## src/rtl/bp_kind_pkg.sv

```systemverilog
`default_nettype none

package bp_kind_pkg;

    localparam int KIND_WIDTH = 3;

    localparam logic [KIND_WIDTH-1:0] NOT_JUMP      = 3'd0;
    localparam logic [KIND_WIDTH-1:0] DIRECT_JUMP   = 3'd1;
    localparam logic [KIND_WIDTH-1:0] RET           = 3'd4;
    localparam logic [KIND_WIDTH-1:0] INDIRECT_JUMP = 3'd5;
    localparam logic [KIND_WIDTH-1:0] CALL          = 3'd6;
    localparam logic [KIND_WIDTH-1:0] JUMP          = 3'd7;

    // bit 2 marks unconditional transfers, bit 0 defers to the direction tables
    function automatic logic kind_taken(input logic [KIND_WIDTH-1:0] kind, input logic dir);
        return kind[2] | (kind[0] & dir);
    endfunction

    function automatic logic is_conditional(input logic [KIND_WIDTH-1:0] kind);
        return kind == DIRECT_JUMP;
    endfunction

endpackage

`default_nettype wire

```

## src/rtl/bp_cfg_pkg.sv

```systemverilog
`default_nettype none

package bp_cfg_pkg;

    localparam int PC_WIDTH       = 30;
    localparam int BH_WIDTH       = 16;
    localparam int GH_WIDTH       = 32;
    localparam int INDEX_WIDTH    = 6;
    localparam int TABLE_SIZE     = 1 << INDEX_WIDTH;
    localparam int QUEUE_DEPTH    = 4;
    localparam int QPTR_WIDTH     = $clog2(QUEUE_DEPTH);
    localparam int QCNT_WIDTH     = QPTR_WIDTH + 1;
    localparam int MISS_CNT_WIDTH = 16;

    typedef logic [1:0] ctr_t;

    // weakly not taken, or weakly local for the chooser
    localparam ctr_t CTR_RESET = 2'd1;

    typedef struct packed {
        logic [INDEX_WIDTH-1:0] local_idx;
        logic [INDEX_WIDTH-1:0] gshare_idx;
        logic [INDEX_WIDTH-1:0] chooser_idx;
        ctr_t                   local_ctr;
        ctr_t                   gshare_ctr;
        ctr_t                   chooser_ctr;
        logic                   pred_dir;
        logic [2:0]             spare;
    } pred_meta_t;

    function automatic ctr_t ctr_next(input ctr_t ctr, input logic taken);
        if (taken) begin
            return (ctr == 2'd3) ? ctr : ctr + 2'd1;
        end
        return (ctr == 2'd0) ? ctr : ctr - 2'd1;
    endfunction

endpackage

`default_nettype wire

```

## src/rtl/bp_update_if.sv

```systemverilog
`default_nettype none

interface bp_update_if;
    import bp_cfg_pkg::*;

    logic                   upd_en;
    logic [INDEX_WIDTH-1:0] local_idx;
    ctr_t                   local_ctr;
    logic [INDEX_WIDTH-1:0] gshare_idx;
    ctr_t                   gshare_ctr;
    logic                   chooser_en;
    logic [INDEX_WIDTH-1:0] chooser_idx;
    ctr_t                   chooser_ctr;

    modport src (
        output upd_en, local_idx, local_ctr, gshare_idx, gshare_ctr,
               chooser_en, chooser_idx, chooser_ctr
    );

    modport dst (
        input upd_en, local_idx, local_ctr, gshare_idx, gshare_ctr,
              chooser_en, chooser_idx, chooser_ctr
    );

endinterface

`default_nettype wire

```

## src/rtl/counter_pht.sv

```systemverilog
`default_nettype none

module counter_pht (
    input  wire                                    clk,
    input  wire                                    reset,
    input  wire  [bp_cfg_pkg::INDEX_WIDTH-1:0]     rd_idx,
    output bp_cfg_pkg::ctr_t                       rd_ctr,
    input  wire                                    wr_en,
    input  wire  [bp_cfg_pkg::INDEX_WIDTH-1:0]     wr_idx,
    input  wire  bp_cfg_pkg::ctr_t                 wr_ctr
);
    import bp_cfg_pkg::*;

    ctr_t table_q [TABLE_SIZE];

    // whole table returns to the weak state on reset
    always_ff @(posedge clk) begin
        if (reset) begin
            for (int i = 0; i < TABLE_SIZE; i++) begin
                table_q[i] <= CTR_RESET;
            end
        end else if (wr_en) begin
            table_q[wr_idx] <= wr_ctr;
        end
    end

    // read sees the pre-write value when indexes collide
    assign rd_ctr = table_q[rd_idx];

endmodule

`default_nettype wire

```

## src/rtl/dir_predictor.sv

```systemverilog
`default_nettype none

module dir_predictor (
    input  wire                                   clk,
    input  wire                                   reset,
    input  wire                                   stall,
    input  wire                                   req_valid,
    input  wire  [bp_cfg_pkg::PC_WIDTH-1:0]       req_pc,
    input  wire  [bp_cfg_pkg::BH_WIDTH-1:0]       req_bh,
    input  wire  [bp_cfg_pkg::GH_WIDTH-1:0]       req_gh,
    input  wire  [bp_kind_pkg::KIND_WIDTH-1:0]    req_kind,
    input  wire                                   q_full,
    output logic                                  push,
    output bp_cfg_pkg::pred_meta_t                meta,
    bp_update_if.dst                              upd,
    output logic                                  pred_valid,
    output logic                                  pred_taken,
    output logic                                  pred_choice
);
    import bp_cfg_pkg::*;
    import bp_kind_pkg::*;

    logic [INDEX_WIDTH-1:0] local_idx;
    logic [INDEX_WIDTH-1:0] gshare_idx;
    logic [INDEX_WIDTH-1:0] chooser_idx;
    ctr_t                   local_ctr;
    ctr_t                   gshare_ctr;
    ctr_t                   chooser_ctr;
    logic                   use_gshare;
    logic                   chosen_dir;
    logic                   accept;
    logic                   cond;

    assign local_idx   = req_pc[INDEX_WIDTH-1:0] ^ req_bh[INDEX_WIDTH-1:0];
    assign gshare_idx  = req_pc[INDEX_WIDTH-1:0] ^ req_gh[INDEX_WIDTH-1:0];
    assign chooser_idx = req_pc[INDEX_WIDTH-1:0];

    counter_pht local_pht (
        .clk    (clk),
        .reset  (reset),
        .rd_idx (local_idx),
        .rd_ctr (local_ctr),
        .wr_en  (upd.upd_en),
        .wr_idx (upd.local_idx),
        .wr_ctr (upd.local_ctr)
    );

    counter_pht gshare_pht (
        .clk    (clk),
        .reset  (reset),
        .rd_idx (gshare_idx),
        .rd_ctr (gshare_ctr),
        .wr_en  (upd.upd_en),
        .wr_idx (upd.gshare_idx),
        .wr_ctr (upd.gshare_ctr)
    );

    counter_pht chooser_pht (
        .clk    (clk),
        .reset  (reset),
        .rd_idx (chooser_idx),
        .rd_ctr (chooser_ctr),
        .wr_en  (upd.chooser_en),
        .wr_idx (upd.chooser_idx),
        .wr_ctr (upd.chooser_ctr)
    );

    // msb of a counter is its taken / gshare vote
    assign use_gshare = chooser_ctr[1];
    assign chosen_dir = use_gshare ? gshare_ctr[1] : local_ctr[1];

    assign accept = req_valid & ~stall & ~q_full;
    assign cond   = is_conditional(req_kind);
    assign push   = accept & cond;

    // snapshot of everything the resolve needs later
    assign meta.local_idx   = local_idx;
    assign meta.gshare_idx  = gshare_idx;
    assign meta.chooser_idx = chooser_idx;
    assign meta.local_ctr   = local_ctr;
    assign meta.gshare_ctr  = gshare_ctr;
    assign meta.chooser_ctr = chooser_ctr;
    assign meta.pred_dir    = chosen_dir;
    assign meta.spare       = 3'b000;

    always_ff @(posedge clk) begin
        if (reset) begin
            pred_valid  <= 1'b0;
            pred_taken  <= 1'b0;
            pred_choice <= 1'b0;
        end else begin
            pred_valid  <= accept;
            pred_taken  <= accept & kind_taken(req_kind, chosen_dir);
            pred_choice <= push & use_gshare;
        end
    end

endmodule

`default_nettype wire

```

## src/rtl/pdc_queue.sv

```systemverilog
`default_nettype none

module pdc_queue (
    input  wire                           clk,
    input  wire                           reset,
    input  wire                           push,
    input  wire  bp_cfg_pkg::pred_meta_t  meta,
    input  wire                           pop,
    output bp_cfg_pkg::pred_meta_t        head,
    output logic                          empty,
    output logic                          full
);
    import bp_cfg_pkg::*;

    pred_meta_t             mem_q [QUEUE_DEPTH];
    logic [QPTR_WIDTH-1:0]  wr_ptr;
    logic [QPTR_WIDTH-1:0]  rd_ptr;
    logic [QCNT_WIDTH-1:0]  count;
    logic                   do_push;
    logic                   do_pop;

    function automatic logic [QPTR_WIDTH-1:0] ptr_inc(input logic [QPTR_WIDTH-1:0] ptr);
        return (ptr == QPTR_WIDTH'(QUEUE_DEPTH - 1)) ? '0 : ptr + 1'b1;
    endfunction

    assign empty = (count == '0);
    assign full  = (count == QCNT_WIDTH'(QUEUE_DEPTH));

    // a pop frees the slot a same-cycle push needs
    assign do_pop  = pop & ~empty;
    assign do_push = push & (~full | do_pop);

    always_ff @(posedge clk) begin
        if (do_push) begin
            mem_q[wr_ptr] <= meta;
        end
    end

    always_ff @(posedge clk) begin
        if (reset) begin
            wr_ptr <= '0;
            rd_ptr <= '0;
            count  <= '0;
        end else begin
            if (do_push) begin
                wr_ptr <= ptr_inc(wr_ptr);
            end
            if (do_pop) begin
                rd_ptr <= ptr_inc(rd_ptr);
            end
            case ({do_push, do_pop})
                2'b10:   count <= count + 1'b1;
                2'b01:   count <= count - 1'b1;
                default: count <= count;
            endcase
        end
    end

    assign head = mem_q[rd_ptr];

endmodule

`default_nettype wire

```

## src/rtl/resolve_unit.sv

```systemverilog
`default_nettype none

module resolve_unit (
    input  wire                                      clk,
    input  wire                                      reset,
    input  wire                                      res_valid,
    input  wire                                      res_taken,
    input  wire  bp_cfg_pkg::pred_meta_t             head,
    input  wire                                      empty,
    output logic                                     pop,
    bp_update_if.src                                 upd,
    output logic                                     res_mispredict,
    output logic                                     res_error,
    output logic [bp_cfg_pkg::MISS_CNT_WIDTH-1:0]    mispredict_count
);
    import bp_cfg_pkg::*;

    logic take;
    logic local_dir;
    logic gshare_dir;
    logic mispredict;

    assign take       = res_valid & ~empty;
    assign pop        = take;
    assign local_dir  = head.local_ctr[1];
    assign gshare_dir = head.gshare_ctr[1];
    assign mispredict = head.pred_dir != res_taken;

    // write back from the stored snapshot, not a fresh table read
    assign upd.upd_en     = take;
    assign upd.local_idx  = head.local_idx;
    assign upd.local_ctr  = ctr_next(head.local_ctr, res_taken);
    assign upd.gshare_idx = head.gshare_idx;
    assign upd.gshare_ctr = ctr_next(head.gshare_ctr, res_taken);

    // only train the chooser when the two tables disagreed
    // counting up favours gshare
    assign upd.chooser_en  = take & (local_dir != gshare_dir);
    assign upd.chooser_idx = head.chooser_idx;
    assign upd.chooser_ctr = ctr_next(head.chooser_ctr, gshare_dir == res_taken);

    always_ff @(posedge clk) begin
        if (reset) begin
            res_mispredict   <= 1'b0;
            res_error        <= 1'b0;
            mispredict_count <= '0;
        end else begin
            res_mispredict <= take & mispredict;
            res_error      <= res_valid & empty;
            // saturates at all ones
            if (take && mispredict && mispredict_count != '1) begin
                mispredict_count <= mispredict_count + 1'b1;
            end
        end
    end

endmodule

`default_nettype wire

```

## src/rtl/bp_top.sv

```systemverilog
`default_nettype none

module bp_top (
    input  wire                                      clk,
    input  wire                                      reset,
    input  wire                                      stall,
    input  wire                                      req_valid,
    input  wire  [bp_cfg_pkg::PC_WIDTH-1:0]          req_pc,
    input  wire  [bp_cfg_pkg::BH_WIDTH-1:0]          req_bh,
    input  wire  [bp_cfg_pkg::GH_WIDTH-1:0]          req_gh,
    input  wire  [bp_kind_pkg::KIND_WIDTH-1:0]       req_kind,
    output logic                                     req_ready,
    input  wire                                      res_valid,
    input  wire                                      res_taken,
    output logic                                     pred_valid,
    output logic                                     pred_taken,
    output logic                                     pred_choice,
    output logic                                     res_mispredict,
    output logic                                     res_error,
    output logic [bp_cfg_pkg::MISS_CNT_WIDTH-1:0]    mispredict_count
);
    import bp_cfg_pkg::*;

    logic       q_push;
    logic       q_pop;
    logic       q_full;
    logic       q_empty;
    pred_meta_t push_meta;
    pred_meta_t head_meta;

    bp_update_if upd_bus ();

    assign req_ready = ~q_full;

    dir_predictor u_predictor (
        .clk(clk), .reset(reset), .stall(stall), .req_valid(req_valid),
        .req_pc(req_pc), .req_bh(req_bh), .req_gh(req_gh), .req_kind(req_kind),
        .q_full(q_full), .push(q_push), .meta(push_meta), .upd(upd_bus),
        .pred_valid(pred_valid), .pred_taken(pred_taken), .pred_choice(pred_choice)
    );

    pdc_queue u_queue (
        .clk(clk), .reset(reset), .push(q_push), .meta(push_meta),
        .pop(q_pop), .head(head_meta), .empty(q_empty), .full(q_full)
    );

    resolve_unit u_resolve (
        .clk(clk), .reset(reset), .res_valid(res_valid), .res_taken(res_taken),
        .head(head_meta), .empty(q_empty), .pop(q_pop), .upd(upd_bus),
        .res_mispredict(res_mispredict), .res_error(res_error),
        .mispredict_count(mispredict_count)
    );

endmodule

`default_nettype wire

```

## config.mk

```make
export PLATFORM = sky130hd
export DESIGN_NAME = bp_top
export DESIGN_NICKNAME = d
export VERILOG_FILES = /design/src/rtl/bp_kind_pkg.sv /design/src/rtl/bp_cfg_pkg.sv /design/src/rtl/bp_update_if.sv /design/src/rtl/counter_pht.sv /design/src/rtl/dir_predictor.sv /design/src/rtl/pdc_queue.sv /design/src/rtl/resolve_unit.sv /design/src/rtl/bp_top.sv
export SDC_FILE = /design/constraint.sdc
export NUM_CORES = 1
export LEC_CHECK = 0
export ABC_CLOCK_PERIOD_IN_PS = 4600
export BUFFER_PORTS_ARGS = -buffer_cell sky130_fd_sc_hd__buf_2
export CORE_MARGIN = 1
export CORE_UTILIZATION = 30
export CTS_CLUSTER_DIAMETER = 30
export DETAILED_ROUTE_END_ITERATION = 10
export PLACE_DENSITY_LB_ADDON = 0.25
export SETUP_SLACK_MARGIN = 0.2
export SYNTH_ARGS = -nofsm -noshare
export SYNTH_HDL_FRONTEND = slang
export SYNTH_HIERARCHICAL = 1
export SYNTH_SLANG_ARGS = --single-unit
```

## constraint.sdc

```tcl
create_clock -name clk -period 4.6 [get_ports clk]
set_input_delay 0.23 -clock clk [delete_from_list [all_inputs] [get_ports clk]]
set_output_delay 0.23 -clock clk [all_outputs]
set_load 0.02 [all_outputs]
```

==> results by group, run 1 <==
Run status
  – Status: finished, final reports clean

Final layout
  – End-of-flow core utilization: 0.370
  – Commonest non-fill, non-tap cell in the layout: edfxtp_1
  – Final #Nets: 2053
  – Area Overhead vs Synth: 22.3%
  – Commonest cells after routing, fill and taps aside: edfxtp_1 (484), and3_1 (191), or3_1 (184), a21o_1 (181), clkbuf_16 (121)
  – Layout cells sized above 1: 0.224

Route
  – 1st-iter DRT viols: 1371
  – Total Wirelength: 68400 um
  – DR WL/cell: around 21 um
  – DR pass1 iterations: 5
  – Detailed-route via count: between 15000 and 20000
  – DRT antenna net count: 0
  – Via density per instance: 5.18
  – Drt drc: 0

Timing
  – Final worst slack: roughly 1.1 ns
  – Final Slew Violations: 0
  – Setup violators final: 0
  – Worst Tran Pin Value: between 1 and 1.5 ns
  – Fin crit share: 0.759
  – RSZ-0062 raised after global routing: no
  – Slew margin rel.: 0.109
  – Clk_skew: 0.0343 ns
  – Post-route setup TNS: 0 ns
  – Fmax: approximately 290 MHz
  – Final hold violation count: 0
  – Fin crit period: 3.49 ns

Power
  – Clock power share: 0.598
  – Cell-internal power: ~12 mW
  – Power share of the combinational group: 0.049
  – P_leak: ~12 nW
  – Switching Share: 0.220
  – Seq pwr share: 0.353
  – Total power: 14.8 mW
  – Pwr Density: 468 nW/um2
  – Psw: 3.25 mW
  – Worst VDD drop: 0.290 mV

Yosys
  – Synthesized cell area: 25800 um2
  – YS warnings: 6
  – Mapped Nets: around 2000
  – Syn_area_per_cell: 13.5 um2
  – Mapped Cells: 1905

Worst setup path
  – Critical path class: reg2reg
  – WP data arrival: ~3.9 ns
  – Startpoint Class: flop
  – Max Fanout on Critical Path: 21
  – Data required, critical path: 5.00 ns
  – Worst reg-to-reg setup slack: 1.11 ns
  – Worst Setup End Kind: flop

GRT
  – Grt total ovfl: 0
  – Total GRT Usage: 0.158
  – Initial antenna violation count: 4
  – Largest net degree at the start of global routing: 78
  – First-pass GRT wire length: 104000 um
  – Vias in the first global route: 17000

Die
  – FP Rows: between 100 and 150
  – Die W: about 300 um
  – Die area: 87100 um2
  – Num ports: roughly 110
  – Starting Density: 0.303
  – Core area: 85100 um2
  – Die H: 295 um

Clocking
  – Clk_lat worst skew: 0.67 ns
  – Setup bufs post-CTS: 0
  – Clk pin slew, worst setup/hold paths: around 0.050 ns
  – Worst-case clock buffer depth: 3
  – CTS root buffer: clkbuf_16
  – CTS Buf Count: 120
  – Post-CTS resize count: 0
  – H-tree depth: 3
  – CTS tree: built
  – Total clock sinks: 514

Flow run
  – Max_cap viols: 0

Placement
  – DP Worst Slack: ~0.93 ns
  – Routability cong.: 0.786
  – Port Buffers: 48
  – Dpl hpwl: ~43000 um

Hold path
  – Hold Crit Class: in2reg
==> area by class of cell <==
| cell class | instances | area [um2] |
|---|---|---|
| Fill cell | 8143 | 53600 |
| Timing Repair Buffer | 134 | 937 |
| Antenna cell | 1 | 2.50 |
| Inverter | 23 | 86.3 |
| Clock inverter | 94 | 1210 |
| Sequential cell | 514 | 15100 |
| Tap cell | 1144 | 1430 |
| Clock buffer | 133 | 3070 |
| Multi-Input combinational cell | 1166 | 9670 |
==> power by group through the flow <==
stage                     Combinational (mW)  Clock, mW  Sequential [mW]
final                                  0.727       8.83             5.22
after global routing                   0.787       9.23             5.22
after CTS                              0.739       8.99             5.22
after detailed placement               0.731          0             5.30
after global placement                 0.719          0             5.30
after floorplan                        0.504          0             5.29
==> registers in the layout, summed over array words and instances, names as in the netlist, named ones only <==
register / flops
u_predictor/gshare_pht/table_q: 128
u_resolve/res_mispredict: 1
u_resolve/res_error: 1
u_predictor/pred_choice: 1
u_resolve/mispredict_count: 16
u_queue/rd_ptr: 2
u_predictor/chooser_pht/table_q: 128
u_predictor/pred_valid: 1
u_queue/wr_ptr: 2
u_predictor/local_pht/table_q: 128
u_queue/mem_q: 100
u_queue/count: 3
u_predictor/pred_taken: 1
==> worst max-delay path, stage by stage, from the launching register on <==
cell	delay, ns
dfxtp_2	0.42
buf_4	0.43
mux4_2	0.71
nand2b_1	0.28
nor4_1	0.90
nand2_1	0.16
or2_2	0.32
==> final timing paths <==
check | startpoint | to | cells after the start
worst min register to register | u_resolve/mispredict_count[3] | u_resolve/mispredict_count[3] | 2
worst max-delay path | flop | u_predictor/local_pht/table_q[38][0] | 6
worst min-delay path | reset | u_resolve/mispredict_count[8] | 2
worst max register to register | flop | u_predictor/local_pht/table_q[38][0] | 6
==> routing by layer <==
metal  GRT usage  up-vias  part of all wire
li1            -     7558                 -
met1       0.214     8491              0.45
met2       0.252      469              0.47
met3      0.0280      107             0.058
met4      0.0547        0             0.021
met5           0        -                 0
==> through the flow <==
stage,cells,cell area (um2),hold slack (ns)
final,3209,31500,0.0465
after global routing,3208,31500,0.0425
after CTS,3208,31500,0.0204
after detailed placement,2973,27200,0.458
after global placement,2973,27200,0.451
after floorplan,1905,25800,0.306
==> timing repair <==
action,in CTS,in global routing
hold buffers,8,0
endpoints found under the setup margin,0,0
hold endpoints to repair,9,0
No activity file was read; power rests on OpenSTA's default activity.
==> run 2: changes to the inputs <==
--- a/config.mk
+++ b/config.mk
@@ -5,7 +5,7 @@
 export SDC_FILE = /design/constraint.sdc
 export NUM_CORES = 1
 export LEC_CHECK = 0
-export ABC_CLOCK_PERIOD_IN_PS = 4600
+export ABC_CLOCK_PERIOD_IN_PS = 3300
 export BUFFER_PORTS_ARGS = -buffer_cell sky130_fd_sc_hd__buf_2
 export CORE_MARGIN = 1
 export CORE_UTILIZATION = 30
==> constraint.sdc (replaced) <==
create_clock -name clk -period 3.3 [get_ports clk]
set_input_delay 0.165 -clock clk [delete_from_list [all_inputs] [get_ports clk]]
set_output_delay 0.165 -clock clk [all_outputs]
set_load 0.02 [all_outputs]
==> run 2 against run 1 <==
Compared with the run above: sequential share of layout area is 0.078 points lower; cell count is 1.1% higher; power is 31% higher; sequential power is 39% higher; cell area is 0.16% higher; core utilization is 0.060 points higher; first-iteration DRC count is 6.4% lower; combinational power is 50% higher; flip-flop and latch count stayed put; global-route usage is 0.22 points higher; clock skew is 0.013 ns higher; non-clock buffer count is 52 higher.
==> results by group, run 2 (synthesized netlist as in run 1, its figures left out) <==
Run status
  – Status: finished, final reports clean

Route
  – Detailed-route via count: 17000 (+2.0%)
  – Drt drc: 0 (unchanged)
  – Via density per instance: 5.23 (+0.85%)
  – DR WL/cell: 21.4 um (+0.47%)
  – DRT antenna net count: 0 (unchanged)
  – 1st-iter DRT viols: 1283 (-6.4%)
  – Total Wirelength: 69500 um (+1.6%)
  – DR pass1 iterations: 5 (unchanged)

Worst setup path
  – Max Fanout on Critical Path: 7 (-67%)
  – Crit path max-delay family: simple AND/OR/NAND/NOR gates
  – Crit path buf inv count: 1 (unchanged)
  – Worst Setup End Kind: flop
  – Slowest library cell on the worst path: mux4_2
  – Data required, critical path: 3.69 ns (-1.31 ns)
  – Worst path cell trace: mux4_2 > xnor2_1 > nor2_1 > buf_4 > nand2b_1 > nor2_1 > nand2_1 > or3_1
  – Critical path class: reg2reg
  – CP peak stage delay: 0.58 ns (-0.32 ns)
  – WP data arrival: 3.34 ns (-0.55 ns)
  – Startpoint Class: flop
  – CP dominant cell by count: nor2_1

Timing
  – Fmax: 339 MHz (+18%)
  – Final Slew Violations: 0 (unchanged)
  – Worst Tran Pin Value: 1.05 ns (-0.277 ns)
  – Final hold violation count: 0 (unchanged)
  – Hold Slack: 0.0698 ns (+0.0233 ns)
  – Post-route setup TNS: 0 ns (unchanged)
  – Fin crit share: 0.895 (+0.136)
  – RSZ-0062 raised after global routing: yes
  – Setup violators final: 0 (unchanged)
  – Fin crit period: 2.95 ns (-0.539 ns)
  – Slew margin rel.: 0.298 (+0.189)
  – Clk_skew: 0.0476 ns (+0.0133 ns)

Final layout
  – Area of the multi-input gates: 9690 um2 (+0.28%)
  – Register area: 15100 um2 (unchanged)
  – Area Overhead vs Synth: 22.5%
  – Top Registers: u_predictor/chooser_pht/table_q (128), u_predictor/gshare_pht/table_q (128), u_predictor/local_pht/table_q (128)
  – Fillcell total: 8111 (-0.39%)
  – Layout cells sized above 1: 0.235 (+0.0107)
  – Commonest cells after routing, fill and taps aside: edfxtp_1 (484), and3_1 (191), or3_1 (184), a21o_1 (181), buf_4 (115)
  – Commonest non-fill, non-tap cell in the layout: edfxtp_1
  – Final #Nets: 2096 (+2.1%)

Clocking
  – Worst-case clock buffer depth: 3 (unchanged)
  – Setup bufs post-CTS: 0 (unchanged)
  – H-tree depth: 3 (unchanged)
  – CTS root buffer: clkbuf_16
  – Total clock sinks: 514 (unchanged)
  – CTS tree: built
  – Clk_lat worst skew: 0.67 ns (about the same)
  – Clk pin slew, worst setup/hold paths: 0.05 ns (about the same)
  – CTS Buf Count: 111 (-7.5%)

Hold path
  – Hold_sp: req_bh[0]
  – Hold Crit Class: in2reg

GRT
  – Total GRT Usage: 0.160 (+0.00218)
  – Vias in the first global route: 17100 (+0.62%)
  – Largest net degree at the start of global routing: 85 (+9.0%)
  – First-pass GRT wire length: 105000 um (+0.91%)
  – Initial antenna violation count: 1 (-3)
  – Grt total ovfl: 0 (unchanged)

Placement
  – Routability cong.: 0.789 (+0.28%)
  – Port Buffers: 48 (unchanged)
  – Dpl hpwl: 44300 um (+2.8%)

Die
  – Num ports: 109 (unchanged)
  – Die W: 295 um (unchanged)
  – Die area: 87100 um2 (unchanged)
  – Core area: 85100 um2 (unchanged)
  – FP Rows: 107 (unchanged)
  – Starting Density: 0.303 (unchanged)
  – Die H: 295 um (unchanged)

Power
  – Pwr Density: 611 nW/um2 (+31%)
  – P_leak: 11.6 nW (+0.42%)
  – Worst VDD drop: 0.377 mV (+30%)

Flow run
  – Max_cap viols: 0 (unchanged)
-- run 2: path summary, 6_finish.rpt --
kind                                             to  slack, ns  cells after the start
min reg2reg           u_resolve/mispredict_count[3]       0.51                      2
max reg2reg  u_predictor/chooser_pht/table_q[58][0]       0.35                      8
max          u_predictor/chooser_pht/table_q[58][0]       0.35                      8
min                            u_queue/mem_q[0][22]       0.07                      3
-- run 2: report_power, final --
group	internal [mW]	total [mW]	leakage, nW	switching (mW)
sequential	7.24	7.27	4.42	0.0229
clock	7.22	11.0	1.80	3.74
combinational	0.431	1.09	5.34	0.654
-- run 2: stage by stage --
step                utilization  setup slack (ns)  cells  total power, mW  cell area, um2
floorplan                     -             0.396   1905             8.08           25800
finish                    0.371             0.347   3244             19.3           31600
detailed placement        0.324             0.199   3020             8.47           27600
CTS                       0.371             0.276   3242             19.5           31600
global placement          0.324             0.189   3020             8.45           27600
global route              0.371             0.185   3242             19.9           31600
-- run 2: layout make-up --
cell class                 count  area share
tap                         1144      0.0453
sequential                   514       0.479
clock buffer                 126      0.0897
inverter                      23     0.00273
multi-input combinational   1166       0.307
timing repair buffer         186      0.0456
antenna                        2    0.000158
clock inverter                83      0.0307
-- run 2: worst reg2reg max path: cells and delay by family (launching register included) --
family | cells | cell delay, ns
flops | 1 | 0.38
mux | 1 | 0.58
xor+xnor | 1 | 0.16
simple gates | 5 | 1.42
buf+inv | 1 | 0.15
-- run 2: routing by layer --
| metal | global-route usage | part of all wire | up-vias |
|---|---|---|---|
| li1 | - | - | 7639 |
| met1 | 0.219 | 0.46 | 8685 |
| met2 | 0.257 | 0.47 | 526 |
| met3 | 0.0307 | 0.056 | 100 |
| met4 | 0.0451 | 0.018 | 0 |
| met5 | 0 | 0 | - |
-- run 2: timing repair --
action / CTS / global route
hold endpoints to repair: 37 / 0
hold buffers: 13 / 0
setup endpoints to repair: 0 / 41
resized for setup: 0 / 7
==> run 3: changes to the inputs <==
--- a/config.mk
+++ b/config.mk
@@ -9,7 +9,9 @@
 export BUFFER_PORTS_ARGS = -buffer_cell sky130_fd_sc_hd__buf_2
 export CORE_MARGIN = 1
 export CORE_UTILIZATION = 30
+export CTS_BUF_LIST = sky130_fd_sc_hd__clkbuf_4 sky130_fd_sc_hd__clkbuf_8
 export CTS_CLUSTER_DIAMETER = 30
+export CTS_CLUSTER_SIZE = 30
 export DETAILED_ROUTE_END_ITERATION = 10
 export PLACE_DENSITY_LB_ADDON = 0.25
 export SETUP_SLACK_MARGIN = 0.2
==> run 3 against run 2 <==
Compared with the run above: wire length shrank 0.30%; register-to-register slack worse by 0.02 ns; non-clock buffer count up 2; sequential share of layout area up 2.0 points; largest power group unchanged; flip-flop and latch count stayed put; core utilization shrank 1.5 points; die area is the same; power is 17% lower.
==> results by group, run 3 (synthesized netlist as in run 1, its figures left out) <==
Run status
  – Status: finished, final reports clean

Route
  – Total Wirelength: 69300 um (-0.30%)
  – 1st-iter DRT viols: 1258 (-1.9%)
  – DR pass1 iterations: 7 (+2)
  – Detailed-route via count: 17000 (+0.15%)
  – Via density per instance: 5.23 (+0.12%)
  – Drt drc: 0 (unchanged)
  – DR WL/cell: 21.3 um (-0.33%)
  – DRT antenna net count: 0 (unchanged)

Die
  – Die W: 295 um (unchanged)
  – Die H: 295 um (unchanged)
  – Starting Density: 0.303 (unchanged)
  – FP Rows: 107 (unchanged)
  – Die area: 87100 um2 (unchanged)
  – Num ports: 109 (unchanged)
  – Core area: 85100 um2 (unchanged)

Power
  – Pwr Density: 528 nW/um2 (-14%)
  – Total power: 16.0 mW (-17%)
  – P_leak: 11.0 nW (-4.6%)
  – Worst VDD drop: 0.242 mV (-36%)

Hold path
  – Hold depth: 2 (-1)
  – Hold Crit Class: in2reg
  – Hold_sp: req_pc[3]

Clocking
  – H-tree depth: 3 (unchanged)
  – Total clock sinks: 514 (unchanged)
  – CTS tree: built
  – CTS Buf Count: 111 (unchanged)
  – Worst-case clock buffer depth: 3 (unchanged)
  – Clk pin slew, worst setup/hold paths: 0.06 ns (about the same)
  – Clk_lat worst skew: 0.72 ns (+0.05 ns)
  – CTS root buffer: clkbuf_8

Timing
  – Fmax: 337 MHz (-0.64%)
  – RSZ-0062 raised after global routing: yes
  – Post-route setup TNS: 0 ns (unchanged)
  – Worst Tran Pin Value: 1.03 ns (-0.0230 ns)
  – Final hold violation count: 0 (unchanged)
  – Final worst slack: 0.328 ns (-0.0190 ns)
  – Slew margin rel.: 0.316 (+0.0179)
  – Clk_skew: 0.0336 ns (-0.0140 ns)
  – Setup violators final: 0 (unchanged)
  – Fin crit share: 0.900 (+0.00575)
  – Final Slew Violations: 0 (unchanged)
  – Fin crit period: 2.97 ns (+0.0190 ns)

Worst setup path
  – Worst path cell trace: mux4_2 > xnor2_1 > nor2_1 > buf_4 > nand2b_1 > nor2_1 > nand2_1 > or3_1
  – Data required, critical path: 3.75 ns (+0.06 ns)
  – CP peak stage delay: 0.58 ns (about the same)
  – CP dominant cell by count: nor2_1
  – Slowest library cell on the worst path: mux4_2
  – R2r worst-path depth: 8 (unchanged)
  – Startpoint Class: flop
  – WP data arrival: 3.42 ns (+0.08 ns)
  – Max Fanout on Critical Path: 7 (unchanged)
  – Critical path class: reg2reg
  – Worst Setup End Kind: flop

GRT
  – Largest net degree at the start of global routing: 85 (unchanged)
  – Grt total ovfl: 0 (unchanged)
  – Vias in the first global route: 16900 (-0.87%)
  – Initial antenna violation count: 2 (+1)
  – First-pass GRT wire length: 104000 um (-0.99%)
  – Total GRT Usage: 0.159 (-0.00126)

Final layout
  – Commonest cells after routing, fill and taps aside: edfxtp_1 (484), and3_1 (191), or3_1 (184), a21o_1 (181), buf_4 (115)
  – Area Overhead vs Synth: 17.7%
  – Top Registers: u_predictor/chooser_pht/table_q (128), u_predictor/gshare_pht/table_q (128), u_predictor/local_pht/table_q (128)
  – End-of-flow core utilization: 0.356 (-0.0147)
  – Final #Nets: 2098 (+0.095%)
  – Layout cells sized above 1: 0.242 (+0.00740)
  – Commonest non-fill, non-tap cell in the layout: edfxtp_1

Placement
  – Routability cong.: 0.789 (unchanged)
  – Dpl hpwl: 44300 um (unchanged)
  – Port Buffers: 48 (unchanged)
  – DP Worst Slack: 0.199 ns (unchanged)

Flow run
  – Max_cap viols: 0 (unchanged)
-- run 3: changes by cell type in the layout (fill, tap and decap cells not counted), moves of 2 or more --
cell	change
clkbuf_1	-15
clkbuf_16	-111
dlygate4sd3_1	+2
clkinv_16	-5
clkbuf_8	+111
clkbuf_4	+15
inv_12	+2
-- run 3: worst max-delay path, delay by kind of cell (launching register included) --
family        cells  cell delay [ns]
simple gates      5             1.43
flops             1             0.38
mux               1             0.58
xor+xnor          1             0.16
buf+inv           1             0.15
-- run 3: layout make-up --
| type | instances | area, um2 |
|---|---|---|
| inverter | 23 | 86.3 |
| clock inverter | 83 | 891 |
| clock buffer | 126 | 1640 |
| sequential | 514 | 15100 |
| tap | 1144 | 1430 |
| antenna | 1 | 2.50 |
| fill | 8244 | 54800 |
| timing repair buffer | 188 | 1460 |
| multi-input combinational | 1166 | 9700 |
-- run 3: power breakdown --
| group | switching [mW] | internal [mW] | leakage (nW) |
|---|---|---|---|
| Clock | 3.21 | 4.48 | 1.26 |
| Combinational | 0.654 | 0.433 | 5.35 |
| Sequential | 0.0227 | 7.23 | 4.42 |
| Total | 3.89 | 12.1 | 11.0 |
-- run 3: routing by layer --
layer	vias to the layer above	global-route usage	share of wire
li1	7661	-	-
met1	8643	0.217	0.45
met2	565	0.255	0.47
met3	104	0.0295	0.063
met4	2	0.0459	0.018
met5	-	0	0.00010
-- run 3: stage by stage --
stage / instances / instance area, um2 / hold slack (ns)
floorplan: 1905 / 25800 / 0.241
global route: 3245 / 30300 / 0.0278
finish: 3245 / 30300 / 0.0686
CTS: 3244 / 30300 / 0.00865
global placement: 3020 / 27600 / 0.386
detailed placement: 3020 / 27600 / 0.390
-- run 3: repair_timing --
| item | 4_1_cts | 5_1_grt |
|---|---|---|
| endpoints found under the setup margin | 0 | 55 |
| endpoints found under the hold margin | 52 | 0 |
| gates resized for setup | 0 | 8 |
| buffers inserted | 0 | 0 |
| hold buffers | 15 | 0 |
-- run 3: path summary, 6_finish.rpt --
path                                            endpoint  slack, ns
setup / recovery  u_predictor/chooser_pht/table_q[58][0]       0.33
hold / removal                      u_queue/mem_q[0][13]       0.07
setup reg to reg  u_predictor/chooser_pht/table_q[58][0]       0.33
hold reg to reg            u_resolve/mispredict_count[3]       0.52
